## src/core_pkg.sv

```systemverilog
package core_pkg;

    parameter int XLEN = 32;

    typedef logic [XLEN-1:0] word_t;

    // Encoded like the low two bits of funct3 in the CSR instructions
    typedef enum logic [1:0] {
        CSR_RW = 2'b01,
        CSR_RS = 2'b10,
        CSR_RC = 2'b11
    } csr_op_t;

    // One exception as the pipeline reports it to the trap unit
    typedef struct packed {
        word_t cause;
        word_t pc;   // Address of the faulting instruction
        word_t tval; // Bad address or instruction bits, zero if none
    } trap_req_t;

endpackage

```

## src/csr_pkg.sv

```systemverilog
package csr_pkg;

    typedef logic [11:0] csr_addr_t;

    // Machine mode registers
    parameter csr_addr_t CSR_MSTATUS  = 12'h300;
    parameter csr_addr_t CSR_MIE      = 12'h304;
    parameter csr_addr_t CSR_MTVEC    = 12'h305;
    parameter csr_addr_t CSR_MSCRATCH = 12'h340;
    parameter csr_addr_t CSR_MEPC     = 12'h341;
    parameter csr_addr_t CSR_MCAUSE   = 12'h342;
    parameter csr_addr_t CSR_MTVAL    = 12'h343;
    parameter csr_addr_t CSR_MIP      = 12'h344;
    parameter csr_addr_t CSR_MCYCLE   = 12'hB00;
    parameter csr_addr_t CSR_MHARTID  = 12'hF14;

    // Supervisor address translation, plain storage only
    parameter csr_addr_t CSR_SATP     = 12'h180;

    parameter int MSTATUS_MIE_BIT  = 3;
    parameter int MSTATUS_MPIE_BIT = 7;

    // Bits that software and the trap unit can change
    parameter core_pkg::word_t MSTATUS_MASK = 32'h0000_0088;
    parameter core_pkg::word_t MTVEC_MASK   = 32'hFFFF_FFFC; // Direct mode only
    parameter core_pkg::word_t MIP_MASK     = 32'h0000_0888; // MSIP, MTIP and MEIP

    // Access to the CSR storage, one per cycle
    typedef struct packed {
        logic            req;
        csr_addr_t       addr;
        logic            we;
        core_pkg::word_t wdata;
    } csr_bus_t;

endpackage

```

## src/csr_file.sv

```systemverilog
`timescale 1ns/100ps

module csr_file #(
    parameter core_pkg::word_t HART_ID = '0
) (
    input  logic              clk,
    input  logic              reset,
    input  csr_pkg::csr_bus_t bus,
    output core_pkg::word_t   rdata
);

    core_pkg::word_t mstatus;
    core_pkg::word_t mtvec;
    core_pkg::word_t mip;
    core_pkg::word_t mie;
    core_pkg::word_t mscratch;
    core_pkg::word_t mepc;
    core_pkg::word_t mcause;
    core_pkg::word_t mtval;
    core_pkg::word_t mcycle;
    core_pkg::word_t satp;

    logic wr_en;
    logic mcycle_wr;

    assign wr_en     = bus.req && bus.we;
    assign mcycle_wr = wr_en && (bus.addr == csr_pkg::CSR_MCYCLE); // Write address only

    always_comb begin
        case (bus.addr)
            csr_pkg::CSR_MSTATUS:  rdata = mstatus;
            csr_pkg::CSR_MTVEC:    rdata = mtvec;
            csr_pkg::CSR_MIP:      rdata = mip;
            csr_pkg::CSR_MIE:      rdata = mie;
            csr_pkg::CSR_MSCRATCH: rdata = mscratch;
            csr_pkg::CSR_MEPC:     rdata = mepc;
            csr_pkg::CSR_MCAUSE:   rdata = mcause;
            csr_pkg::CSR_MTVAL:    rdata = mtval;
            csr_pkg::CSR_MCYCLE:   rdata = mcycle;
            csr_pkg::CSR_SATP:     rdata = satp;
            csr_pkg::CSR_MHARTID:  rdata = HART_ID;
            default:               rdata = '0;
        endcase
    end

    always_ff @(posedge clk) begin
        if (reset) begin
            mstatus  <= '0;
            mtvec    <= '0;
            mip      <= '0;
            mie      <= '0;
            mscratch <= '0;
            mepc     <= '0;
            mcause   <= '0;
            mtval    <= '0;
            satp     <= '0;
        end else if (wr_en) begin
            case (bus.addr)
                csr_pkg::CSR_MSTATUS:  mstatus  <= bus.wdata & csr_pkg::MSTATUS_MASK;
                csr_pkg::CSR_MTVEC:    mtvec    <= bus.wdata & csr_pkg::MTVEC_MASK;
                csr_pkg::CSR_MIP:      mip      <= bus.wdata & csr_pkg::MIP_MASK;
                csr_pkg::CSR_MIE:      mie      <= bus.wdata;
                csr_pkg::CSR_MSCRATCH: mscratch <= bus.wdata;
                csr_pkg::CSR_MEPC:     mepc     <= bus.wdata;
                csr_pkg::CSR_MCAUSE:   mcause   <= bus.wdata;
                csr_pkg::CSR_MTVAL:    mtval    <= bus.wdata;
                csr_pkg::CSR_SATP:     satp     <= bus.wdata;
                default:               ; // Read-only and unknown addresses drop the write
            endcase
        end
    end

    always_ff @(posedge clk) begin
        if (reset) begin
            mcycle <= '0;
        end else if (mcycle_wr) begin
            mcycle <= bus.wdata; // The written value replaces this cycle's increment
        end else begin
            mcycle <= mcycle + 1'b1;
        end
    end

    // Clients must only write while they hold the bus
    a_we_needs_req: assert property (
        @(posedge clk) disable iff (reset) bus.we |-> bus.req
    );

endmodule

```

## config.mk

```make
export PLATFORM = sky130hd
export DESIGN_NAME = csr_file
export DESIGN_NICKNAME = d
export VERILOG_FILES = /design/src/core_pkg.sv /design/src/csr_pkg.sv /design/src/csr_file.sv
export SDC_FILE = /design/constraint.sdc
export NUM_CORES = 1
export LEC_CHECK = 0
export BUFFER_PORTS_ARGS = -buffer_cell sky130_fd_sc_hd__buf_2
export CORE_MARGIN = 4
export CORE_UTILIZATION = 30
export DETAILED_ROUTE_END_ITERATION = 8
export GPL_ROUTABILITY_DRIVEN = 0
export PLACE_DENSITY_LB_ADDON = 0.25
export RECOVER_POWER = 50
export SLEW_MARGIN = 20
export SYNTH_ARGS = -nofsm -noshare
export SYNTH_HDL_FRONTEND = slang
export SYNTH_SLANG_ARGS = --single-unit
```

## constraint.sdc

```tcl
create_clock -name clk -period 3.33 [get_ports clk]
set_clock_uncertainty 0.2 [all_clocks]
set_input_delay 0.333 -clock clk [delete_from_list [all_inputs] [get_ports clk]]
set_output_delay 0.333 -clock clk [all_outputs]
set_load 0.005 [all_outputs]
```

**Word level (Yosys, flattened, before mapping)**

Index checks and enable logic that the tools add are counted.

- Register bits after elaboration: 259
- Bits of input ports: 48
- Word-level logic and storage cells: 34
- Output and inout bits: 32

- Equal/unequal tests: 10
- Add/sub/neg operators: 1
- Reductions and logical operators: 11
- Mux-type cells: 2

Operator list:

| cell | count |
|---|---|
| 32-bit case mux with 10 select lines | 1 |
| 12-bit by 10-bit == test with 1-bit output (second input constant) | 8 |
| 32-bit by 1-bit adder with 32-bit output (second input constant) | 1 |
| 32-bit two-way mux | 1 |
| 2-bit AND reduction | 9 |
| 12-bit == test (second input constant) | 1 |
| 12-bit by 9-bit == test with 1-bit output (second input constant) | 1 |
| 1-bit logical AND | 2 |

**Longest topological paths before layout**

- Depth in word-level cells: 3
- Gate-level depth with buffers: 8
- Depth with buffers taken out: 5

**Worst setup path before layout**

No wires, ideal clock.

- Path type: in2out
- Start: input port bus[33] in the netlist's numbering
- End: output port rdata[12]
- Data required time: 2.797 ns
- Arrival: 1.941 ns
- Path buffers: 3
- Stages: 6
- Path slack: 0.856 ns
- Cells stage by stage: buf_2 -> buf_1 -> buf_1 -> mux2_2 -> a222oi_1 -> nand2_1

- Word-level cells in the longest chain between the ends: 2
- Elaborated cells on any way between the ends: 11
- Those cells by class: eq/ne (10); mux (1)

Ends and longest elaborated chain:

| what | line | RTL |
|---|---|---|
| start: declaration | csr_file.sv:8 | `input csr_pkg::csr_bus_t bus,` |
| 12-bit by 9-bit == test with 1-bit output, or another cell as far along | csr_file.sv:30 | `case (bus.addr)` |
| 32-bit case mux with 10 select lines * | csr_file.sv:30 |  |
| end: declaration | csr_file.sv:9 | `output core_pkg::word_t rdata` |

Mark *: on every way between the ends. The rest lies on a longest branch, timed or not.

**Worst setup path after layout**

- Start: input port bus[44] in the netlist's numbering
- End: output port rdata[0]

Same word-level chain as after synthesis.

==> flow_summary.yaml <==
setup_path:
  arrival_ns: 2.43
  end_kind: "output port"
  cp.required_ns: 2.80
  critical_path_class: "input pin to output port"
  cp_max_fo: 29
  startpoint_type: "input pin"
cts:
  hold_buffers: 32
  cts.sinks: 259
  cts-buffers-inserted: 28
  clock_latency_ns: 0.56
  clockBufferDepth: 3
  cts_tree: "done"
  post_cts_buffers: 0
  path_clk_slew_ns: 0.07
  root_buffer: "clkbuf_16"
  cts_resized: 0
  h-tree-depth: 1
yosys:
  yosys_warnings: 0
  yosys.area.top_type: "dfxtp_1"
  async_flop_share: 0
  ys_seq_area_frac: 0.401
  synth_top_cell_area_share: 0.401
  synth_top_family_by_area: "compound AO/OA/AOI/OAI gates"
  ys.flop_type: "dfxtp_1"
  synth.avg_cell_area_um2: 8.10
  synth_fp_nets: 1646
  syn_area_um2: 12900
  syn_inst: 1597
  synth_area_leaders: "dfxtp_1, a21oi_1, nand3_1"
  synth_compound_area_frac: 0.267
  synthAdderAreaFrac: 0.000967
  ys_ff_latch: 259
  ys_types: 61
  synth_edf_count: 0
  synth-simple-area-share: 0.188
  synth_xor_area_frac: 0.00744
  synth.mux.area_fraction: 0.0558
power:
  p_int_uw: 5170
  power_frac_clock: 0.483
  vdd.ir_drop.worst_mv: 0.235
  finalPower_uw: 6820
  p_per_area_nw_per_um2: 458
  power_switching_uw: 1650
  combPwrFrac: 0.062
  power.leakage_uw: 0.00470
  seq_power_share: 0.455
  swShare: 0.242
route:
  vias_per_cell: 5.91
  wirelength_um: 49900
  drt_first_pass_iters: 5
  via_count: 12900
  antenna_left: 0
  drc: 0
  drtIter0Drc: 1499
  wire_per_inst_um: 22.9
grt:
  grtUsageTotal: 0.203
  antenna_found_initial: 0
  grt-ovfl-total: 0
  grt_max_degree: 79
  grt_pass1_vias: 11800
  grt_pass1_wl_um: 75400
sta:
  slew_headroom: 0.216
  setup-violations-final: 0
  layout_min_cycle_time_ns: 2.96
  hold_viol: 0
  finalCritPeriodShare: 0.890
  slew_violations: 0
  tightest_slew_ns: 1.18
  finalSetupTns_ns: 0
  rsz0062_at_grt: "no"
  holdWs_ns: 0.0988
  fmax_ghz: 0.337
floorplan:
  fp-row-count: 75
  dieArea_um2: 46500
  die_x_um: 216
  core_um2: 42300
  ios: 80
  chipHeight_um: 216
  start_util: 0.306
place:
  port_buffers: 79
  dp_hpwl_um: 32300
  placedCellCount: 2101
cells_and_area:
  drive_above_1_share: 0.134
  most-common-layout-cells: "dfxtp_1, a21oi_1, nand3_1"
  diodes: 0
  area_growth_pct: 15.2
  stdcell_count: 2184
  layout.nets: 1635
  postLayoutCoreUtil: 0.352
  mostFrequentLayoutCell: "dfxtp_1"
job:
  drv_cap: 0
run_status:
  status: "finished clean"
min_path:
  hold_class: "input pin to register"
-- cell usage after synthesis, types with 13 or more instances --
master / instances
mux2_2: 25
nand3_1: 182
nand2_1: 42
o21ai_0: 145
nor2_1: 31
a21oi_1: 230
clkbuf_1: 117
nor3_1: 18
o22ai_1: 13
buf_2: 33
a211oi_1: 17
clkbuf_2: 26
mux2i_1: 44
a22oi_1: 52
a222oi_1: 16
buf_6: 19
o21ai_1: 90
dfxtp_1: 259
nand4_1: 82
-- worst max-delay path, cell delays in order --
cell	delay (ns)
clkbuf_1	0.15
or3b_1	0.63
nor4_2	0.45
buf_12	0.25
a22oi_1	0.10
o21ai_0	0.27
buf_2	0.24
-- final timing paths --
| kind | from | end | slack (ns) | cells past startpoint |
|---|---|---|---|---|
| worst max-delay path | bus[44] | rdata[0] | 0.37 | 7 |
| worst max register to register | mcycle[5] | mcycle[25] | 0.77 | 4 |
| worst min register to register | mscratch[25] | mscratch[25] | 0.27 | 2 |
| worst min-delay path | bus[32] | satp[20] | 0.1 | 4 |
-- routing by layer --
layer	part of all wire	vias to the layer above	GRT usage
met5	0	-	0
met4	0.022	0	0.0500
met3	0.070	60	0.0277
met2	0.45	513	0.310
met1	0.46	6364	0.301
li1	-	5971	-
-- sequential cells by signal, indices dropped and copies added (netlist names) --
register	cells
mcause	32
mcycle	32
mepc	32
mie	32
mip	3
mscratch	32
mstatus	2
mtval	32
mtvec	30
satp	32
-- logic make-up (layout without fill, tap and decap cells) --
kind of cell	after synthesis	in the layout
AO/OA/AOI/OAI	610	610
flip-flops	259	259
multiplexers	69	69
buffers and inverters	214	224
XOR/XNOR	11	11
adder cells (fa/ha/maj)	1	1
AND/OR/NAND/NOR	433	433
-- power groups by stage --
stage	combinational [uW]	clock, uW	sequential (uW)
final	421	3300	3110
after CTS	415	3350	3110
after global routing	440	3460	3110
after floorplan	224	0	3170
after global placement	385	0	3180
after detailed placement	383	0	3180
-- layout make-up --
type	instances	area, um^2
clock buffer	44	882
clock inverter	7	88.8
fill	4370	27400
inverter	6	22.5
multi-input combinational	1124	6750
sequential	259	5180
tap	577	722
timing repair buffer	167	1260
-- stage by stage --
step                      worst slack (ns)  cell area (um^2)
final                                0.367             14900
after global routing                 0.324             14900
after CTS                            0.394             14900
after detailed placement             0.398             13700
after global placement               0.411             13700
after floorplan                      0.856             12900
(Power assumes the default switching activity.)
