<file path="config.mk">
export PLATFORM = sky130hd
export DESIGN_NAME = csr_bus_arbiter
export DESIGN_NICKNAME = d
export VERILOG_FILES = /design/src/core_pkg.sv /design/src/csr_pkg.sv /design/src/csr_bus_arbiter.sv
export SDC_FILE = /design/constraint.sdc
export NUM_CORES = 1
export LEC_CHECK = 0
export BUFFER_PORTS_ARGS = -buffer_cell sky130_fd_sc_hd__buf_2
export CAP_MARGIN = 20
export CORE_AREA = 2 2 55 57
export DETAILED_ROUTE_END_ITERATION = 7
export DIE_AREA = 0 0 57 59
export PLACE_DENSITY = 0.81
export SYNTH_ARGS = -nofsm -noshare
export SYNTH_HDL_FRONTEND = slang
export SYNTH_SLANG_ARGS = --single-unit
</file>
<file path="constraint.sdc">
create_clock -name vclk -period 1.07
set_clock_uncertainty 0.15 [all_clocks]
set_input_delay 0.214 -clock vclk [all_inputs]
set_output_delay 0.214 -clock vclk [all_outputs]
set_load 0.005 [all_outputs]
</file>
<file path="src/core_pkg.sv">
package core_pkg;

    parameter int XLEN = 32;

    typedef logic [XLEN-1:0] word_t;

    // Encoded like the low two bits of funct3 in the CSR instructions
    typedef enum logic [1:0] {
        CSR_RW = 2'b01,
        CSR_RS = 2'b10,
        CSR_RC = 2'b11
    } csr_op_t;

    // One exception as the pipeline reports it to the trap unit
    typedef struct packed {
        word_t cause;
        word_t pc;   // Address of the faulting instruction
        word_t tval; // Bad address or instruction bits, zero if none
    } trap_req_t;

endpackage

</file>
<file path="src/csr_pkg.sv">
package csr_pkg;

    typedef logic [11:0] csr_addr_t;

    // Machine mode registers
    parameter csr_addr_t CSR_MSTATUS  = 12'h300;
    parameter csr_addr_t CSR_MIE      = 12'h304;
    parameter csr_addr_t CSR_MTVEC    = 12'h305;
    parameter csr_addr_t CSR_MSCRATCH = 12'h340;
    parameter csr_addr_t CSR_MEPC     = 12'h341;
    parameter csr_addr_t CSR_MCAUSE   = 12'h342;
    parameter csr_addr_t CSR_MTVAL    = 12'h343;
    parameter csr_addr_t CSR_MIP      = 12'h344;
    parameter csr_addr_t CSR_MCYCLE   = 12'hB00;
    parameter csr_addr_t CSR_MHARTID  = 12'hF14;

    // Supervisor address translation, plain storage only
    parameter csr_addr_t CSR_SATP     = 12'h180;

    parameter int MSTATUS_MIE_BIT  = 3;
    parameter int MSTATUS_MPIE_BIT = 7;

    // Bits that software and the trap unit can change
    parameter core_pkg::word_t MSTATUS_MASK = 32'h0000_0088;
    parameter core_pkg::word_t MTVEC_MASK   = 32'hFFFF_FFFC; // Direct mode only
    parameter core_pkg::word_t MIP_MASK     = 32'h0000_0888; // MSIP, MTIP and MEIP

    // Access to the CSR storage, one per cycle
    typedef struct packed {
        logic            req;
        csr_addr_t       addr;
        logic            we;
        core_pkg::word_t wdata;
    } csr_bus_t;

endpackage

</file>
<file path="src/csr_bus_arbiter.sv">
`timescale 1ns/100ps

module csr_bus_arbiter (
    input  logic              clk,
    input  logic              reset,
    input  csr_pkg::csr_bus_t trap_bus,
    input  csr_pkg::csr_bus_t instr_bus,
    output logic              trap_grant,
    output logic              instr_grant,
    output csr_pkg::csr_bus_t bus
);

    // Trap unit always wins, the instruction unit waits behind it
    assign trap_grant  = trap_bus.req;
    assign instr_grant = instr_bus.req && !trap_bus.req;

    always_comb begin
        if (trap_bus.req) begin
            bus = trap_bus;
        end else if (instr_bus.req) begin
            bus = instr_bus;
        end else begin
            bus = '0; // Idle bus, no write reaches the CSR file
        end
    end

    a_one_grant: assert property (
        @(posedge clk) disable iff (reset) !(trap_grant && instr_grant)
    );

endmodule

</file>
---- Word level (Yosys, flattened, before mapping) ----
Cells that the tools add are included.
operators by class
  reductions and logical operators ........ 2
  shifts and indexed selects .............. 0
  $add $sub $neg .......................... 0
  muxes and demuxes ....................... 2
  multipliers ............................. 0
  equal/unequal tests ..................... 0
  magnitude comparators ................... 0
  div/mod/pow operators ................... 0
  bitwise operators ....................... 0
operators by type and width
  operator           number
  2-to-1 mux 46 bit  2
  logical AND 1 bit  1
  logical NOT 1 bit  1
storage, ports and cells
  RAM bits ................................ 0
  logic and storage cells ................. 4
  memories kept ........................... 0
  input bits .............................. 94
  memory bits (read-only) ................. 0
  bits in latches ......................... 0
  output and inout bits ................... 48
  register bits after elaboration ......... 0

---- Logic depth before layout (Yosys ltp) ----
Gate-level depths: netlist (run 1).
  depth in word-level cells ............... 2
  gate-level depth with buffers ........... 4
  depth with buffers taken out ............ 2

---- Worst setup path before layout (run 1) ----
No wires, ideal clock.
  path type ............................... input port to output port
  start ................................... input port instr_bus[45] (netlist name)
  end ..................................... output port bus[33] (netlist name)
  cell stages on the path ................. 4
  arrival ................................. 758 ps
  path buffers ............................ 2
  setup slack ............................. -52 ps
  required time ........................... 706 ps
  cells stage by stage .................... nor2b_4 -> buf_6 -> buf_8 -> a22o_1
RTL lines
  what             line                   RTL
  start, declared  csr_bus_arbiter.sv:7   input csr_pkg::csr_bus_t instr_bus,
  end, declared    csr_bus_arbiter.sv:10  output csr_pkg::csr_bus_t bus

==> impl_metrics.env, run 1 <==
export IMPL_nClkBuffers=0
export IMPL_worstHoldStart="trap_bus[42]"
export IMPL_path_class="primary input to output port"
export IMPL_preCtsSetupSlack_ps=-269
export IMPL_hold_depth=4
export IMPL_gr_total_overflow=0
export IMPL_finalSetupViolCount=48
export IMPL_gp_congestion=0.830
export IMPL_outcome="finished, violations left"
export IMPL_holdWs_ps=542
export IMPL_cp_start_kind="primary input"
export IMPL_n_fill_cell=266
export IMPL_crit_family="buffers and inverters"
export IMPL_hold_viol=0
export IMPL_min_period_ps=1300
export IMPL_antenna_found_initial=0
export IMPL_power_density_mw_per_mm2=426
export IMPL_syn_avg_cell_area_um2=8.60
export IMPL_grt_pass1_vias=1029
export IMPL_io_pins=142
export IMPL_syn_area_um2=533
export IMPL_cp_slowest_cell="buf_12"
export IMPL_portBuffers=140
export IMPL_cap_violations=0
export IMPL_core_area_mm2=0.00271
export IMPL_ys_warn_count=0
export IMPL_finalMaxSlewViolations=0
export IMPL_max_stage_delay_ps=180
export IMPL_wl_mm=3.19
export IMPL_detail_route_antenna_nets=0
export IMPL_ys_seq_area_frac=0
export IMPL_worst_ep_arrival_time_ps=940
export IMPL_yosys_area_top_type="a22o_1"
export IMPL_route_detailed_wl_per_inst_um=13.7
export IMPL_grt_use_total=0.166
export IMPL_dp_cells=226
export IMPL_via_per_inst=4.82
export IMPL_multiInputGateArea_um2=439
export IMPL_worstPathCellList="buf_12 -> nor2b_4 -> buf_12 -> a22o_1 -> buf_2"
export IMPL_end_kind="output port"
export IMPL_ir_drop_uv=240
export IMPL_dieArea_mm2=0.00336
export IMPL_synth_area_leaders="a22o_1 (71%), buf_8 (11%), buf_4 (5.6%)"
export IMPL_grt_start_max_net_pins=26
export IMPL_crit_required_ps=710
export IMPL_post_route_period_util=1.22
export IMPL_setup_ws_ps=-233
export IMPL_violations="negative setup slack"
export IMPL_hold_buffers=0
export IMPL_drc=0
export IMPL_relSlewSlack=0.901
export IMPL_rsz0062_at_grt="true"
export IMPL_drtIter0Drc=32
export IMPL_nFlopsAndLatches=0
export IMPL_syn_to_final_growth_pct=164
export IMPL_syn_nets=156
export IMPL_vias=1123
export IMPL_power_leakage_nw=0.873
export IMPL_die_w_um=57
export IMPL_hp_class="primary input to output port"
export IMPL_fmax_mhz=767
export IMPL_dr_pass1_iters=4
export IMPL_die_h_um=59
export IMPL_yosys_area_top_type_share=0.707
export IMPL_start_util=0.197
export IMPL_seq_area_um2=0
export IMPL_layoutNonFillerInstCount=233
export IMPL_ys_types=9
export IMPL_grt_pass1_wl_mm=4.54
export IMPL_cp_buffers_inverters=3
export IMPL_layout_drive_gt1_share=0.772
export IMPL_fin_nets=298
export IMPL_tightestPinTransition_ps=149
export IMPL_syn_inst=62
export IMPL_diodes=0
export IMPL_path_max_fanout=25
export IMPL_crit_top_cell="buf_12"
export IMPL_holdPathEnd="bus[42]"
export IMPL_row_count=19
[how the worst max path moves through the flow]
stage                    to  depth (start not counted)  slack (ps)          start
floorplan           bus[33]                          4         -50  instr_bus[45]
global placement    bus[28]                          5        -250   trap_bus[45]
detailed placement  bus[28]                          5        -270   trap_bus[45]
CTS                 bus[28]                          5        -250   trap_bus[45]
global route        bus[27]                          5        -280   trap_bus[45]
finish              bus[28]                          5        -230   trap_bus[45]
[metal layers]
| metal | global-route usage | share of wire | up-vias |
|---|---|---|---|
| li1 | - | - | 546 |
| met5 | 0 | 0 | - |
| met3 | 0.0262 | 0.11 | 0 |
| met1 | 0.190 | 0.36 | 494 |
| met4 | 0.00332 | 0 | 0 |
| met2 | 0.337 | 0.52 | 83 |
[cell usage after synthesis]
cell / instances
nand2_1: 4
nor2b_4: 1
buf_4: 4
buf_2: 2
or2_1: 1
buf_6: 1
buf_8: 4
a22o_1: 43
o21ai_1: 2
[placed cells by master (no fill, tap or decap)]
cell type	n
buf_2	137
clkbuf_16	1
or2_1	1
nand2_1	2
a22o_1	43
buf_12	4
nor2b_4	1
nand2_2	1
o21ai_2	2
buf_6	2
buf_16	2
bufbuf_16	1
nand2_4	1
buf_4	4
[report_power, final]
group          leakage [nW]  switching (mW)  internal (mW)  total (mW)
clock                     0               0              0           0
combinational         0.873           0.217          0.384       0.601
sequential                0               0              0           0
[through the flow]
| stage | setup TNS [ps] | total power, mW | area, um2 | util |
|---|---|---|---|---|
| 2_1_floorplan | -1960 | 0.227 | 533 | - |
| 3_3_place_gp | -9660 | 0.515 | 1230 | 0.453 |
| 3_5_place_dp | -10160 | 0.520 | 1230 | 0.453 |
| 4_1_cts | -9590 | 0.579 | 1340 | 0.495 |
| 5_1_grt | -11000 | 0.653 | 1410 | 0.520 |
| 6_report | -9170 | 0.601 | 1410 | 0.520 |
[layout make-up]
cell class | instances | share of cell area
Timing Repair Buffer | 151 | 0.661
Multi-Input combinational cell | 51 | 0.312
Tap cell | 31 | 0.0275
[kinds of logic after synthesis]
family	after synthesis	share of synthesized area
buf+inv	11	0.209
simple gates	6	0.0657
compound gates	45	0.725
[timing repair]
action	CTS	global route
setup endpoints to repair	48	48
pin swaps	1	1
setup buffers	0	3
resized for setup	6	7
gates cloned	3	1
(Power assumes the default switching activity.)
==> run 2: changes to the inputs <==
==> constraint.sdc (replaced) <==
create_clock -name vclk -period 1.07
set_clock_uncertainty 0.15 [all_clocks]
set_input_delay 0.321 -clock vclk [all_inputs]
set_output_delay 0.321 -clock vclk [all_outputs]
set_load 0.005 [all_outputs]
==> run 2 against run 1 <==
Net effect: the flow still finishes with violations (negative setup slack); non-clock buffer count is 4 lower; worst hold slack better by 220 ps; sequential cell count stayed put; combinational power is 7.0% lower; sequential share of layout area stayed put; global-route usage is 2.6 points lower; largest power group unchanged; count of clock-buffer cells in the layout stayed put; critical path type unchanged; via count is 2.2% lower; maximum frequency is 16% lower.
==> impl_metrics.env, run 2 (same netlist as run 1, synthesis figures left out) <==
export IMPL_ir_drop_uv=241
export IMPL_layout_drive_gt1_share=0.768
export IMPL_layoutNonFillerInstCount=229
export IMPL_start_util=0.197
export IMPL_multiInputGateArea_um2=439
export IMPL_power_mw=0.559
export IMPL_io_pins=142
export IMPL_cap_violations=0
export IMPL_detail_route_antenna_nets=0
export IMPL_antenna_found_initial=0
export IMPL_syn_to_final_growth_pct=148
export IMPL_hold_depth=4
export IMPL_core_area_mm2=0.00271
export IMPL_drtIter0Drc=30
export IMPL_detailed_place_hpwl_mm=2.20
export IMPL_setup_ws_ps=-473
export IMPL_die_w_um=57
export IMPL_gr_total_overflow=0
export IMPL_power_leakage_nw=0.827
export IMPL_hold_viol=0
export IMPL_gp_congestion=0.731
export IMPL_hold_buffers=0
export IMPL_post_route_period_util=1.44
export IMPL_holdPathEnd="bus[43]"
export IMPL_outcome="finished, violations left"
export IMPL_fin_nets=294
export IMPL_path_class="primary input to output port"
export IMPL_hp_class="primary input to output port"
export IMPL_route_detailed_wl_per_inst_um=12.3
export IMPL_relSlewSlack=0.902
export IMPL_cp_start_kind="primary input"
export IMPL_violations="negative setup slack"
export IMPL_tns_ps=-19890
export IMPL_end_kind="output port"
export IMPL_die_h_um=59
export IMPL_portBuffers=140
export IMPL_grt_use_total=0.139
export IMPL_worstHoldStart="trap_bus[43]"
export IMPL_via_per_inst=4.79
export IMPL_finalMaxSlewViolations=0
export IMPL_finalSetupViolCount=48
export IMPL_grt_pass1_vias=976
export IMPL_grt_start_max_net_pins=50
export IMPL_crit_required_ps=600
export IMPL_power_density_mw_per_mm2=423
export IMPL_tightestPinTransition_ps=147
export IMPL_worst_ep_arrival_time_ps=1070
export IMPL_grt_pass1_wl_mm=3.99
export IMPL_path_max_fanout=5
export IMPL_dieArea_mm2=0.00336
export IMPL_fmax_mhz=648
export IMPL_min_period_ps=1540
export IMPL_n_fill_cell=281
export IMPL_mostFrequentLayoutCells="buf_2 (137), a22o_1 (43), buf_6 (5)"
export IMPL_nFlopsAndLatches=0
export IMPL_seq_area_um2=0
export IMPL_row_count=19
export IMPL_nClkBuffers=0
export IMPL_rsz0062_at_grt="true"
export IMPL_vias=1098
export IMPL_dr_pass1_iters=4
export IMPL_dp_cells=227
export IMPL_utilization=0.487
export IMPL_mostFrequentLayoutCell="buf_2"
export IMPL_diodes=0
export IMPL_drc=0
export IMPL_wl_mm=2.82
-- run 2: cell count changes in the layout (fill, tap and decap cells not counted) --
cell and delta:
buf_4 -3, buf_6 +3, buf_12 -2, buf_16 -1, bufbuf_16 -1
-- run 2: power breakdown --
part | switching [mW] | leakage (nW) | internal [mW]
registers | 0 | 0 | 0
clock network | 0 | 0 | 0
logic | 0.210 | 0.827 | 0.349
total | 0.210 | 0.827 | 0.349
-- run 2: critical path: stages --
cell and delay [ps]:
buf_6 90, nor2b_4 130, buf_6 120, buf_6 120, a22o_1 170, buf_2 120
-- run 2: through the flow --
step / hold WS, ps / worst slack, ps / instance area, um2
4_1_cts: 761 / -463 / 1260
2_1_floorplan: 569 / -266 / 557
5_1_grt: 782 / -507 / 1320
3_3_place_gp: 753 / -476 / 1240
6_report: 767 / -473 / 1320
3_5_place_dp: 760 / -486 / 1240
-- run 2: worst max-delay path by stage --
stage | startpoint | endpoint | slack (ps) | cells after the start
floorplan | instr_bus[45] | bus[33] | -270 | 4
global placement | trap_bus[45] | bus[9] | -480 | 5
detailed placement | trap_bus[45] | bus[18] | -490 | 5
CTS | trap_bus[45] | bus[18] | -460 | 5
global route | instr_bus[45] | bus[11] | -510 | 6
finish | instr_bus[45] | bus[3] | -470 | 6
-- run 2: timing repair --
| item | CTS | global route |
|---|---|---|
| pin swaps | 1 | 10 |
| cloned | 0 | 1 |
| endpoints found under the setup margin | 48 | 48 |
| gates resized for setup | 5 | 6 |
| setup buffers | 0 | 1 |
-- run 2: layout make-up --
| class | count | share of cell area |
|---|---|---|
| repair buffers | 147 | 0.638 |
| well taps | 31 | 0.0294 |
| multi-input cells | 51 | 0.333 |
-- run 2: layer usage --
layer  routed length (um)  global-route usage  share of wire  vias to the layer above
li1                     -                   -              -                      537
met1                 1110               0.165           0.39                      471
met5                    0                   0              0                        -
met2                 1320               0.278           0.47                       88
met3                  380              0.0197           0.13                        2
met4                   12             0.00664         0.0042                        0
==> run 3: changes to the inputs <==
--- a/config.mk
+++ b/config.mk
@@ -10,6 +10,7 @@
 export CORE_AREA = 2 2 55 57
 export DETAILED_ROUTE_END_ITERATION = 7
 export DIE_AREA = 0 0 57 59
+export GPL_ROUTABILITY_DRIVEN = 1
 export PLACE_DENSITY = 0.81
 export SYNTH_ARGS = -nofsm -noshare
 export SYNTH_HDL_FRONTEND = slang
==> constraint.sdc (replaced) <==
create_clock -name vclk -period 1.3
set_clock_uncertainty 0.15 [all_clocks]
set_input_delay 0.39 -clock vclk [all_inputs]
set_output_delay 0.39 -clock vclk [all_outputs]
set_load 0.005 [all_outputs]
==> run 3 against run 2 <==
Net effect: the flow still finishes with violations (negative setup slack); cell count is 2.2% higher; final area is 4.4% higher; total power is 14% lower; critical path type unchanged; largest power group unchanged.
==> impl_metrics.env, run 3 (same netlist as run 1, synthesis figures left out) <==
export IMPL_cp_slowest_cell="buf_12"
export IMPL_layout_drive_gt1_share=0.778
export IMPL_crit_top_cell="buf_12"
export IMPL_route_detailed_wl_per_inst_um=13.0
export IMPL_worst_ep_arrival_time_ps=1110
export IMPL_top_usage_layer="met2"
export IMPL_mostFrequentLayoutCells="buf_2 (137), a22o_1 (43), buf_6 (5), buf_4 (4), nand2_2 (3)"
export IMPL_use_met2=0.374
export IMPL_hold_viol=0
export IMPL_path_class="primary input to output port"
export IMPL_dieArea_mm2=0.00336
export IMPL_wl_mm=3.04
export IMPL_end_kind="output port"
export IMPL_core_area_mm2=0.00271
export IMPL_crit_required_ps=760
export IMPL_power_density_mw_per_mm2=349
export IMPL_detail_route_antenna_nets=0
export IMPL_detailed_place_hpwl_mm=2.43
export IMPL_outcome="finished, violations left"
export IMPL_diodes=0
export IMPL_setup_ws_ps=-346
export IMPL_vias=1116
export IMPL_finalMaxSlewViolations=0
export IMPL_seq_area_um2=0
export IMPL_crit_family="buffers and inverters"
export IMPL_tightestPinTransition_ps=177
export IMPL_cap_violations=0
export IMPL_worstPathCellList="buf_12 -> nor2b_4 -> buf_12 -> a22o_1 -> buf_2"
export IMPL_finalSetupViolCount=48
export IMPL_drtIter0Drc=44
export IMPL_utilization=0.508
export IMPL_violations="negative setup slack"
export IMPL_met1_usage=0.175
export IMPL_start_util=0.197
export IMPL_use_met3=0.0197
export IMPL_dr_pass1_iters=4
export IMPL_cp_buffers_inverters=3
export IMPL_n_fill_cell=272
export IMPL_hp_class="primary input to output port"
export IMPL_relSlewSlack=0.882
export IMPL_die_w_um=57
export IMPL_antenna_found_initial=0
export IMPL_gr_total_overflow=0
export IMPL_placed_area_mm2=0.00123
export IMPL_fmax_mhz=608
export IMPL_grt_pass1_vias=1107
export IMPL_mostFrequentLayoutCell="buf_2"
export IMPL_grt_use_total=0.170
export IMPL_cp_start_kind="primary input"
export IMPL_io_pins=142
export IMPL_fin_nets=299
export IMPL_ir_drop_uv=209
export IMPL_syn_to_final_growth_pct=158
export IMPL_rsz0062_at_grt="true"
export IMPL_row_count=19
export IMPL_power_leakage_nw=0.859
export IMPL_via_per_inst=4.77
export IMPL_gp_congestion=0.705
export IMPL_grt_start_max_net_pins=26
export IMPL_die_h_um=59
export IMPL_hold_buffers=0
export IMPL_grt_pass1_wl_mm=4.66
export IMPL_portBuffers=140
export IMPL_path_max_fanout=25
export IMPL_max_stage_delay_ps=180
export IMPL_nClkBuffers=0
export IMPL_design_area_mm2=0.00138
export IMPL_min_period_ps=1650
export IMPL_nFlopsAndLatches=0
export IMPL_drc=0
export IMPL_post_route_period_util=1.27
[run 3: cell count changes in the layout (fill, tap and decap cells not counted), sizes merged]
| cell | change |
|---|---|
| buf | +5 |
| clkbuf | -1 |
| bufbuf | +1 |
[run 3: final cells by class]
class,instances,area (um2),share of cell area
Multi-Input combinational cell,51,437,0.317
Tap cell,31,38.8,0.0282
Timing Repair Buffer,152,902,0.655
[run 3: metrics by stage]
step / setup TNS [ps] / cells / setup WS, ps / total power, mW / hold WS [ps]
CTS: -14820 / 232 / -363 / 0.488 / 903
global route: -16200 / 234 / -388 / 0.527 / 917
finish: -14540 / 234 / -346 / 0.481 / 902
detailed placement: -16910 / 228 / -431 / 0.430 / 903
floorplan: -6970 / 62 / -174 / 0.193 / 707
global placement: -16110 / 228 / -391 / 0.423 / 898
[run 3: worst min-delay path, delay by kind of cell]
kind / cells / cell delay [ps]
AND/OR/NAND/NOR: 1 / 40
buffers and inverters: 2 / 180
AO/OA/AOI/OAI: 1 / 50
[run 3: worst paths after layout]
kind,start,to,cells after the start
setup / recovery,trap_bus[45],bus[0],5
hold / removal,trap_bus[42],bus[42],4
[run 3: power by group]
group | switching, mW | leakage [nW] | internal, mW | total [mW]
Combinational | 0.176 | 0.859 | 0.306 | 0.481
Sequential | 0 | 0 | 0 | 0
Clock | 0 | 0 | 0 | 0
[run 3: layer usage]
metal,wire length (um),vias up
met5,0,-
met4,19,0
li1,-,548
met3,368,2
met2,1630,88
met1,1030,478
[run 3: what timing repair did]
action / 4_1_cts / 5_1_grt
setup endpoints to repair: 48 / 48
gates cloned: 3 / 0
pin swaps: 1 / 3
setup buffers: 1 / 4
gates resized for setup: 15 / 5
