--- src/core_pkg.sv ---
package core_pkg;

    parameter int XLEN = 32;

    typedef logic [XLEN-1:0] word_t;

    // Encoded like the low two bits of funct3 in the CSR instructions
    typedef enum logic [1:0] {
        CSR_RW = 2'b01,
        CSR_RS = 2'b10,
        CSR_RC = 2'b11
    } csr_op_t;

    // One exception as the pipeline reports it to the trap unit
    typedef struct packed {
        word_t cause;
        word_t pc;   // Address of the faulting instruction
        word_t tval; // Bad address or instruction bits, zero if none
    } trap_req_t;

endpackage

--- src/csr_pkg.sv ---
package csr_pkg;

    typedef logic [11:0] csr_addr_t;

    // Machine mode registers
    parameter csr_addr_t CSR_MSTATUS  = 12'h300;
    parameter csr_addr_t CSR_MIE      = 12'h304;
    parameter csr_addr_t CSR_MTVEC    = 12'h305;
    parameter csr_addr_t CSR_MSCRATCH = 12'h340;
    parameter csr_addr_t CSR_MEPC     = 12'h341;
    parameter csr_addr_t CSR_MCAUSE   = 12'h342;
    parameter csr_addr_t CSR_MTVAL    = 12'h343;
    parameter csr_addr_t CSR_MIP      = 12'h344;
    parameter csr_addr_t CSR_MCYCLE   = 12'hB00;
    parameter csr_addr_t CSR_MHARTID  = 12'hF14;

    // Supervisor address translation, plain storage only
    parameter csr_addr_t CSR_SATP     = 12'h180;

    parameter int MSTATUS_MIE_BIT  = 3;
    parameter int MSTATUS_MPIE_BIT = 7;

    // Bits that software and the trap unit can change
    parameter core_pkg::word_t MSTATUS_MASK = 32'h0000_0088;
    parameter core_pkg::word_t MTVEC_MASK   = 32'hFFFF_FFFC; // Direct mode only
    parameter core_pkg::word_t MIP_MASK     = 32'h0000_0888; // MSIP, MTIP and MEIP

    // Access to the CSR storage, one per cycle
    typedef struct packed {
        logic            req;
        csr_addr_t       addr;
        logic            we;
        core_pkg::word_t wdata;
    } csr_bus_t;

endpackage

--- src/trap_unit.sv ---
`timescale 1ns/100ps

module trap_unit (
    input  logic                clk,
    input  logic                reset,
    input  logic                trap_valid,
    input  core_pkg::trap_req_t trap_req,
    input  logic                mret_valid,
    output logic                trap_busy,
    output logic                redirect,
    output core_pkg::word_t     redirect_pc,
    output csr_pkg::csr_bus_t   bus_req,
    input  logic                grant,
    input  core_pkg::word_t     bus_rdata
);

    logic                busy;
    logic                is_mret;
    logic [2:0]          step;
    logic                last_step;
    core_pkg::trap_req_t req_q;
    core_pkg::word_t     status_new;

    // Entry takes steps 0 to 4, mret takes steps 0 and 1
    assign last_step = is_mret ? (step == 3'd1) : (step == 3'd4);

    always_ff @(posedge clk) begin
        if (reset) begin
            busy     <= 1'b0;
            is_mret  <= 1'b0;
            step     <= '0;
            redirect <= 1'b0;
        end else begin
            redirect <= busy && grant && last_step;
            if (trap_valid || mret_valid) begin
                busy    <= 1'b1;
                is_mret <= !trap_valid;
                step    <= '0;
            end else if (busy && grant) begin
                busy <= !last_step;
                step <= step + 1'b1;
            end
        end
    end

    always_ff @(posedge clk) begin
        if (trap_valid) begin
            req_q <= trap_req;
        end
        if (busy && grant && last_step) begin
            redirect_pc <= bus_rdata; // mtvec on entry, mepc on return
        end
    end

    always_comb begin
        status_new = bus_rdata;
        if (is_mret) begin
            status_new[csr_pkg::MSTATUS_MIE_BIT]  = bus_rdata[csr_pkg::MSTATUS_MPIE_BIT];
            status_new[csr_pkg::MSTATUS_MPIE_BIT] = 1'b1;
        end else begin
            status_new[csr_pkg::MSTATUS_MPIE_BIT] = bus_rdata[csr_pkg::MSTATUS_MIE_BIT];
            status_new[csr_pkg::MSTATUS_MIE_BIT]  = 1'b0;
        end
    end

    always_comb begin
        bus_req       = '0;
        bus_req.req   = busy;
        bus_req.wdata = status_new;
        if (is_mret) begin
            case (step)
                3'd0:    {bus_req.addr, bus_req.we} = {csr_pkg::CSR_MSTATUS, busy};
                default: bus_req.addr = csr_pkg::CSR_MEPC;
            endcase
        end else begin
            case (step)
                3'd0: begin
                    {bus_req.addr, bus_req.we} = {csr_pkg::CSR_MEPC, busy};
                    bus_req.wdata = req_q.pc;
                end
                3'd1: begin
                    {bus_req.addr, bus_req.we} = {csr_pkg::CSR_MCAUSE, busy};
                    bus_req.wdata = req_q.cause;
                end
                3'd2: begin
                    {bus_req.addr, bus_req.we} = {csr_pkg::CSR_MTVAL, busy};
                    bus_req.wdata = req_q.tval;
                end
                3'd3:    {bus_req.addr, bus_req.we} = {csr_pkg::CSR_MSTATUS, busy};
                default: bus_req.addr = csr_pkg::CSR_MTVEC;
            endcase
        end
    end

    assign trap_busy = busy;

    // Fixed priority means the sequence never waits, so the redirect timing holds
    a_never_stalled: assert property (
        @(posedge clk) disable iff (reset) busy |-> grant
    );

    a_no_strobe_while_busy: assert property (
        @(posedge clk) disable iff (reset) (trap_valid || mret_valid) |-> !busy
    );

endmodule
--- config.mk ---
export PLATFORM = sky130hd
export DESIGN_NAME = trap_unit
export DESIGN_NICKNAME = d
export VERILOG_FILES = /design/src/core_pkg.sv /design/src/csr_pkg.sv /design/src/trap_unit.sv
export SDC_FILE = /design/constraint.sdc
export NUM_CORES = 1
export LEC_CHECK = 0
export BUFFER_PORTS_ARGS = -buffer_cell sky130_fd_sc_hd__buf_4
export CORE_MARGIN = 2
export CORE_UTILIZATION = 43
export CTS_CLUSTER_DIAMETER = 30
export DETAILED_ROUTE_END_ITERATION = 6
export PLACE_DENSITY = 0.85
export SLEW_MARGIN = 20
export SYNTH_ARGS = -nofsm -noshare
export SYNTH_HDL_FRONTEND = slang
export SYNTH_SLANG_ARGS = --single-unit
--- constraint.sdc ---
create_clock -name clk -period 2.45 [get_ports clk]
set_input_delay 0.245 -clock clk [delete_from_list [all_inputs] [get_ports clk]]
set_output_delay 0.245 -clock clk [all_outputs]
set_load 0.01 [all_outputs]
### Word-level counts from Yosys, hierarchy flattened

Index checks and enable logic that the tools add are counted.

* output and inout bits: 80
* word-level logic and storage cells: 34
* flip-flop bits (word level): 134
* input port bits: 133

* reduce and logical (&&, ||, !) cells: 9
* equality and inequality tests: 4
* $add $sub $neg: 1
* mux-type cells: 12

Operators with widths (count)
* 32-bit one-hot mux with 3 select lines: 1
* 32-bit two-way mux: 1
* 7-bit one-hot mux with 4 select lines: 1
* 13-bit two-way mux: 1
* 1-bit two-way mux: 7
* 7-bit two-way mux: 1
* 3-bit by 2-bit == test with 1-bit output (second input constant): 2
* 4-bit OR reduction: 1
* 3-bit by 1-bit adder with 3-bit output (second input constant): 1
* 3-bit by 1-bit == test with 1-bit output (second input constant): 1
* 3-bit == test (second input constant): 1
* 3-bit zero test: 1
* 1-bit logical AND: 2
* 1-bit zero test: 2
* 2-bit nonzero test: 1
* 2-bit OR reduction: 1
* 1-bit logical OR: 1

### Logic depth before layout (Yosys ltp)

Gate-level depths: netlist (run 1).

* depth in word-level cells: 5
* depth in mapped cells: 9
* depth with buffers taken out: 5

### Least setup slack after synthesis (run 1)

Ideal clock, no wire load.

* path type: register to register
* start: register step[0]
* end: register redirect_pc[0] (enable)
* cell stages (with the launch flop): 6
* period minus slack after synthesis: 2.705 ns
* required time: 2.029 ns
* path buffers: 0
* library setup time: 0.421 ns
* data arrival time: 2.284 ns
* setup slack: -0.255 ns
* cell sequence: dfxtp_1 -> inv_1 -> ha_1 -> and3b_1 -> a31oi_1 -> nor2_1

* longest elaborated chain between the ends: 3
* elaborated cells between the ends (all ways): 4
* those cells by class: 2 x eq/ne; 1 x mux; 1 x reduce/logical

RTL lines
* start, declared: line trap_unit.sv:19 `logic [2:0] step;`
* start signal, assigned: line trap_unit.sv:41 `step <= step + 1'b1;`
* 3-bit == test / 3-bit by 1-bit == test with 1-bit output (equally long branches): line trap_unit.sv:25 `assign last_step = is_mret ? (step == 3'd1) : (step == 3'd4);`
* 1-bit two-way mux (*): line trap_unit.sv:25
* 1-bit logical AND (*): line trap_unit.sv:50 `if (busy && grant && last_step) begin`
* end signal, assigned: line trap_unit.sv:51 `redirect_pc <= bus_rdata;`
* end, declared: line trap_unit.sv:11 `output core_pkg::word_t redirect_pc,`

Every way passes the cells marked *; elsewhere a longest branch is shown, timed or not.
A chain may end at the register's enable or synchronous reset.

==> reports/metrics.yaml, run 1 <==
floorplan:
  die_x_um: 114
  core_area_um2: 11900
  dieArea_um2: 13000
  die_h_um: 114
  start_util_pct: 43.6
  rows: 40
  io_pins: 213
grt:
  grt_busiest_layer: "met2"
  met1_usage_pct: 28.0
  use_met3_pct: 6.80
  grt-ovfl-total: 0
  grt.met2_usage_pct: 40.9
  grt_pass1_wl_mm: 22.8
  antenna_found_initial: 0
  grt_max_degree: 61
  grt_pass1_vias: 4224
  grt_usage_pct: 24.0
timing:
  tightest_slew_ps: 986
  period_share_pct: 99.3
  finalMaxSlewViolations: 0
  setup_viol: 0
  rsz0062_at_grt: "yes"
  whs_ps: 11.8
  slew-limit-headroom_pct: 34.1
  skew_ps: 5.48
  finalHoldViolCount: 0
  fmax_mhz: 411
  fin_crit_ps: 2430
drt:
  postRouteAntennaNets: 0
  routed_wl_mm: 15.2
  drt_iter0_drc: 391
  wl_per_cell_um: 20.8
  drcViolationCount: 0
  drtPass1Iterations: 6
  num_vias: 3996
  via_per_inst: 5.45
cts:
  ctsHtreeMaxLevel: 4
  cts_tree: "done"
  clkSinkCount: 134
  clk_latency_ps: 410
  cts_buffer_depth: 2
  clkTransAtPathRegs_ps: 60
  cts_made_buffers: 17
  cts-root-buf: "clkbuf_16"
run:
  cap_violations: 0
placement:
  port_buffers: 204
  place_hpwl_mm: 9.48
  place_congestion: 0.814
  dp.cells: 646
logic_synthesis:
  synthFlopType: "edfxtp_1"
  synth_compound_area_share_pct: 15.6
  synth_top_area_cell: "edfxtp_1"
  synthAdderAreaFrac_pct: 1.21
  synth_mux_area_share_pct: 0
  synth_cell_types: 30
  synth_top_family_by_area: "compound AO/OA/AOI/OAI gates"
  synth_top_area_share_pct: 74.1
  syn_inst: 306
  yosys.area_share.simple_pct: 2.68
  syn_area_um2: 5190
  synth_edf_count: 128
  synth_xor_area_share_pct: 0.169
  ys_seq_elements: 134
  synth-seq-area-share_pct: 76.4
  async_flop_share_pct: 0
  synth_area_leaders: "edfxtp_1 (74%), a222oi_1 (6.2%), a21oi_2 (5.1%), a21oi_1 (3.2%), dfxtp_1 (2.3%)"
  yosysWarnings: 0
  syn-mean-instance-area_um2: 17.0
critical_path:
  crit_path_start_kind: "register"
  cp-end-kind: "output port"
  required_ps: 2200
  setup.worst_path.class: "register to output port"
  arrival_ps: 2190
  critPathMaxFanout: 7
  rr_worst_depth: 5
power_and_ir_drop:
  seqPwrFrac_pct: 47.1
  vdd_ir_drop_max_mv: 0.654
  p_comb_share_pct: 11.7
  internal-power_w: 0.00451
  p_leak_nw: 3.25
  total_power_w: 0.00575
  swShare_pct: 21.6
  switchingPower_w: 0.00124
  power_density_nw_per_um2: 715
  clkPwrFrac_pct: 41.3
final_layout:
  drive_above_1_share_pct: 50.2
  nFillCells: 792
  fin_nets: 711
  areaGrowthSynthToFinish_pct: 55.0
  fin_cells: 733
  antenna_cells: 0
hold_path:
  worstHoldPathType: "primary input to register"
  hold_depth: 1
outcome:
  status: "completed"
-- per-layer routing --
layer	routed length, µm	vias to the layer above
li1	-	1777
met1	5670	1925
met2	7730	258
met3	1360	36
met4	459	0
met5	0	-
-- synthesized netlist by cell type, types with 2 or more instances --
library cell	number
clkbuf_1	15
buf_6	4
a222oi_1	32
dfxtp_1	6
nor2_1	6
nand2_1	7
ha_1	5
or3_1	3
nor2b_1	3
conb_1	2
inv_1	3
nor3_1	3
o21a_1	2
and3b_1	2
a21oi_1	33
buf_4	10
a21oi_2	30
edfxtp_1	128
-- sequential cells by signal, indices dropped and copies added (netlist names) --
signal / count
req_q: 96
redirect_pc: 32
step: 3
is_mret: 1
redirect: 1
trap_busy: 1
-- path summary, 6_finish.rpt --
path | startpoint | endpoint | slack (ps)
min reg2reg | step[1] | step[1] | 490
min | trap_req[28] | req_q[28] | 10
max reg2reg | step[0] | redirect_pc[17] | 350
max | step[0] | bus_req[23] | 20
-- metrics by stage --
stage / TNS, ps / utilization, % / worst slack (ps) / instance area (µm²)
finish: 0 / 67.5 / 16.4 / 8040
global route: -370 / 67.5 / -75.5 / 8040
CTS: 0 / 66.8 / 14.4 / 7950
detailed placement: 0 / 57.7 / 296 / 6880
global placement: 0 / 57.7 / 335 / 6880
floorplan: 0 / - / 268 / 5220
-- area by class of cell --
type	instances	area, µm²	share of cell area [%]
Clock buffer	20	437	5.43
Clock inverter	12	111	1.38
Inverter	3	11.3	0.140
Multi-Input combinational cell	145	1110	13.8
Sequential cell	134	3970	49.3
Tap cell	147	184	2.29
Timing Repair Buffer	272	2220	27.6
-- repair_timing --
item	4_1_cts	5_1_grt
hold buffers	46	5
setup endpoints to repair	33	10
cloned	2	0
pin swaps	5	4
gates resized for setup	14	10
setup buffers	2	0
hold endpoints to repair	46	5
-- worst max-delay path, stage by stage (launching register included) --
cell      delay, ps
dfxtp_4         370
inv_2            60
ha_2            200
buf_4           160
nor2b_4         150
buf_6           170
buf_4           140
a222oi_1        280
a21oi_2          90
buf_4           160
-- logic make-up after synthesis --
group                    Yosys count
AO/OA/AOI/OAI                    103
buffers and inverters             34
XOR/XNOR                           1
AND/OR/NAND/NOR                   27
other                              2
adder cells (fa/ha/maj)            5
flip-flops                       134
-- power by group through the flow --
stage	clock network (W)	logic, W	registers (W)
after floorplan	0	0.000232	0.00273
after global placement	0	0.000572	0.00274
after detailed placement	0	0.000584	0.00275
after CTS	0.00240	0.000658	0.00270
after global routing	0.00251	0.000718	0.00271
final	0.00237	0.000672	0.00271
-- placed cells by master, fill, tap and decap left out, types with 4 or more instances in the layout --
cell type / netlist / layout
nand2_1: 7 / 7
a21oi_2: 30 / 31
a222oi_1: 32 / 32
conb_1: 2 / 8
buf_4: 10 / 215
nor2_1: 6 / 4
a21oi_1: 33 / 32
edfxtp_1: 128 / 128
buf_12: 0 / 4
clkinv_2: 0 / 7
dlygate4sd3_1: 0 / 51
clkbuf_16: 0 / 17
dfxtp_1: 6 / 4
(Power assumes the default switching activity.)
==> inputs of run 2 (changes only) <==
--- a/config.mk
+++ b/config.mk
@@ -10,6 +10,7 @@
 export CORE_UTILIZATION = 43
 export CTS_CLUSTER_DIAMETER = 30
 export DETAILED_ROUTE_END_ITERATION = 6
+export HOLD_SLACK_MARGIN = 0.05
 export PLACE_DENSITY = 0.85
 export SLEW_MARGIN = 20
 export SYNTH_ARGS = -nofsm -noshare
==> constraint.sdc (replaced) <==
create_clock -name clk -period 2.45 [get_ports clk]
set_input_delay 0.245 -clock clk [delete_from_list [all_inputs] [get_ports clk]]
set_output_delay 0.245 -clock clk [all_outputs]
set_load 0.02 [all_outputs]
==> run 2 against run 1 <==
  * Clock skew grew 2.6 ps
  * Clock-buffer cell count shrank 2
  * Wire length grew 18%
==> reports/metrics.yaml, run 2 (synthesis results as in run 1) <==
critical_path:
  r2r_end: "redirect_pc[24]"
  crit_path_start: "step[1]"
  cpMaxStageDelayCell: "or3_4"
  rr_worst_depth: 3  # -2
  crit_end: "bus_req[31]"
  setup.worst_path.class: "register to output port"
  rr_startpoint: "step[2]"
  arrival_ps: 2200  # about the same
  cp_common_cell: "buf_4"
  cp-end-kind: "output port"
  critPathMaxFanout: 15  # +8
  required_ps: 2200  # about the same
  critPathMaxStageDelay_ps: 430  # +60 ps
  worstPathCellList: "buf_4 > ha_2 > or3_4 > buf_4 > a21oi_1 > a21oi_1 > buf_4"
  crit_path_start_kind: "register"
  ff2ff_setup_slack_ps: 320  # -30 ps
drt:
  drtPass1Iterations: 6  # unchanged
  postRouteAntennaNets: 0  # unchanged
  wl_per_cell_um: 21.9  # +5.3%
  num_vias: 4460  # +12%
  drt_iter0_drc: 562  # +44%
  routed_wl_mm: 18.0  # +18%
  drcViolationCount: 0  # unchanged
  via_per_inst: 5.41  # -0.71%
hold_path:
  worstHoldPathType: "primary input to register"
power_and_ir_drop:
  p_leak_nw: 3.65  # +12%
  vdd_ir_drop_max_mv: 0.526  # -20%
  power_density_nw_per_um2: 680  # -4.9%
final_layout:
  nFillCells: 659  # -17%
  largest_reg_flops: 96  # unchanged
  fin_nets: 802  # +13%
  antenna_cells: 0  # unchanged
  drive_above_1_share_pct: 46.2  # -3.9 points
  layout_commonest_cell: "buf_4"
  reg_top3: "req_q x96, redirect_pc x32, step x3"
  seqCellArea_um2: 3970  # unchanged
  multi_input_area_um2: 1160  # +4.2%
  fin_cells: 824  # +12%
  largest_register: "req_q"
  areaGrowthSynthToFinish_pct: 73.9
  final_cell_mix: "buf_4 (218), dlygate4sd3_1 (129), edfxtp_1 (128)"
run:
  cap_violations: 0  # unchanged
outcome:
  status: "completed"
grt:
  grt-ovfl-total: 0  # unchanged
  grt_pass1_vias: 4785  # +13%
  antenna_found_initial: 0  # unchanged
  grt_usage_pct: 27.8  # +3.8 points
  grt_pass1_wl_mm: 26.3  # +15%
  grt_max_degree: 54  # -11%
floorplan:
  die_x_um: 114  # unchanged
  core_area_um2: 11900  # unchanged
  io_pins: 213  # unchanged
  start_util_pct: 43.6  # unchanged
  dieArea_um2: 13000  # unchanged
  die_h_um: 114  # unchanged
  rows: 40  # unchanged
cts:
  cts_tree: "done"
  clkSinkCount: 134  # unchanged
  clk_latency_ps: 420  # about the same
  cts-root-buf: "clkbuf_16"
  clkTransAtPathRegs_ps: 60  # about the same
  cts_buffer_depth: 2  # unchanged
  cts_made_buffers: 17  # unchanged
  ctsHtreeMaxLevel: 4  # unchanged
timing:
  slew-limit-headroom_pct: 31.3  # -2.8 points
  rsz0062_at_grt: "yes"
  skew_ps: 8.12  # +2.64 ps
  whs_ps: 77.6  # +65.8 ps
  tns_ps: 0  # unchanged
  setup_viol: 0  # unchanged
  tightest_slew_ps: 1030  # +42.0 ps
  fmax_mhz: 409  # -0.36%
  finalMaxSlewViolations: 0  # unchanged
  finalHoldViolCount: 0  # unchanged
  period_share_pct: 99.7  # +0.36 points
  fin_crit_ps: 2440  # +8.87 ps
placement:
  port_buffers: 204  # unchanged
  dp.cells: 647  # +0.15%
  place_congestion: 0.835  # +2.6%
  place_hpwl_mm: 9.55  # +0.79%
==> run 2: cell types whose count changed in the layout (fill, tap and decap cells not counted), sizes merged <==
cell and change:
buf +12, clkbuf -2, clkinv -3, dlygate4sd3 +78
bufinv +1, clkinvlp +4, and2 +1
==> run 2: what timing repair did <==
| item | 4_1_cts | 5_1_grt |
|---|---|---|
| gates resized for setup | 16 | 21 |
| endpoints found under the setup margin | 34 | 18 |
| pin swaps | 10 | 13 |
| endpoints found under the hold margin | 130 | 0 |
| hold buffers | 129 | 0 |
| cloned | 3 | 1 |
| buffers inserted | 8 | 4 |
==> run 2: worst min-delay path by stage <==
stage	start	to	depth (start not counted)
after CTS	grant	step[2]	2
after global routing	grant	step[2]	2
after floorplan	reset	is_mret	1
after detailed placement	trap_req[22]	req_q[22]	1
final	grant	step[2]	2
after global placement	trap_req[85]	req_q[85]	1
==> run 2: critical path, delay by kind of cell, from the launching register on <==
family          cells  cell delay, ps
flops               1             340
compound gates      2             270
buf+inv             3             540
fa+ha+maj           1             190
simple gates        1             430
==> run 2: layout make-up <==
class	instances	area share, %
flip-flops and latches	134	44.0
repair buffers	362	34.5
multi-input cells	146	12.8
clock buffers	18	4.76
well taps	147	2.04
clock inverters	14	1.77
inverters	3	0.180
==> run 2: where the power goes <==
| part | switching, W | total, W | internal (W) |
|---|---|---|---|
| combinational | 0.000411 | 0.000885 | 0.000474 |
| sequential | 0.0000472 | 0.00271 | 0.00266 |
| clock | 0.000957 | 0.00254 | 0.00159 |
| total | 0.00142 | 0.00613 | 0.00472 |
==> run 2: layer usage <==
| metal | part of all wire, % | GRT usage, % | vias to the layer above |
|---|---|---|---|
| li1 | - | - | 1958 |
| met1 | 36 | 32.7 | 2119 |
| met2 | 52 | 48.2 | 336 |
| met3 | 8.9 | 7.28 | 47 |
| met4 | 3.0 | 12.4 | 0 |
| met5 | 0 | 0 | - |
==> run 2: through the flow <==
step / worst slack (ps) / util (%) / power (W) / instance area (µm²)
after floorplan: 246 / - / 0.00303 / 5220
after global placement: 279 / 57.8 / 0.00338 / 6880
after detailed placement: 224 / 57.8 / 0.00340 / 6880
after CTS: 26.8 / 74.8 / 0.00610 / 8900
after global routing: -45.1 / 75.8 / 0.00632 / 9020
final: 7.56 / 75.8 / 0.00613 / 9020
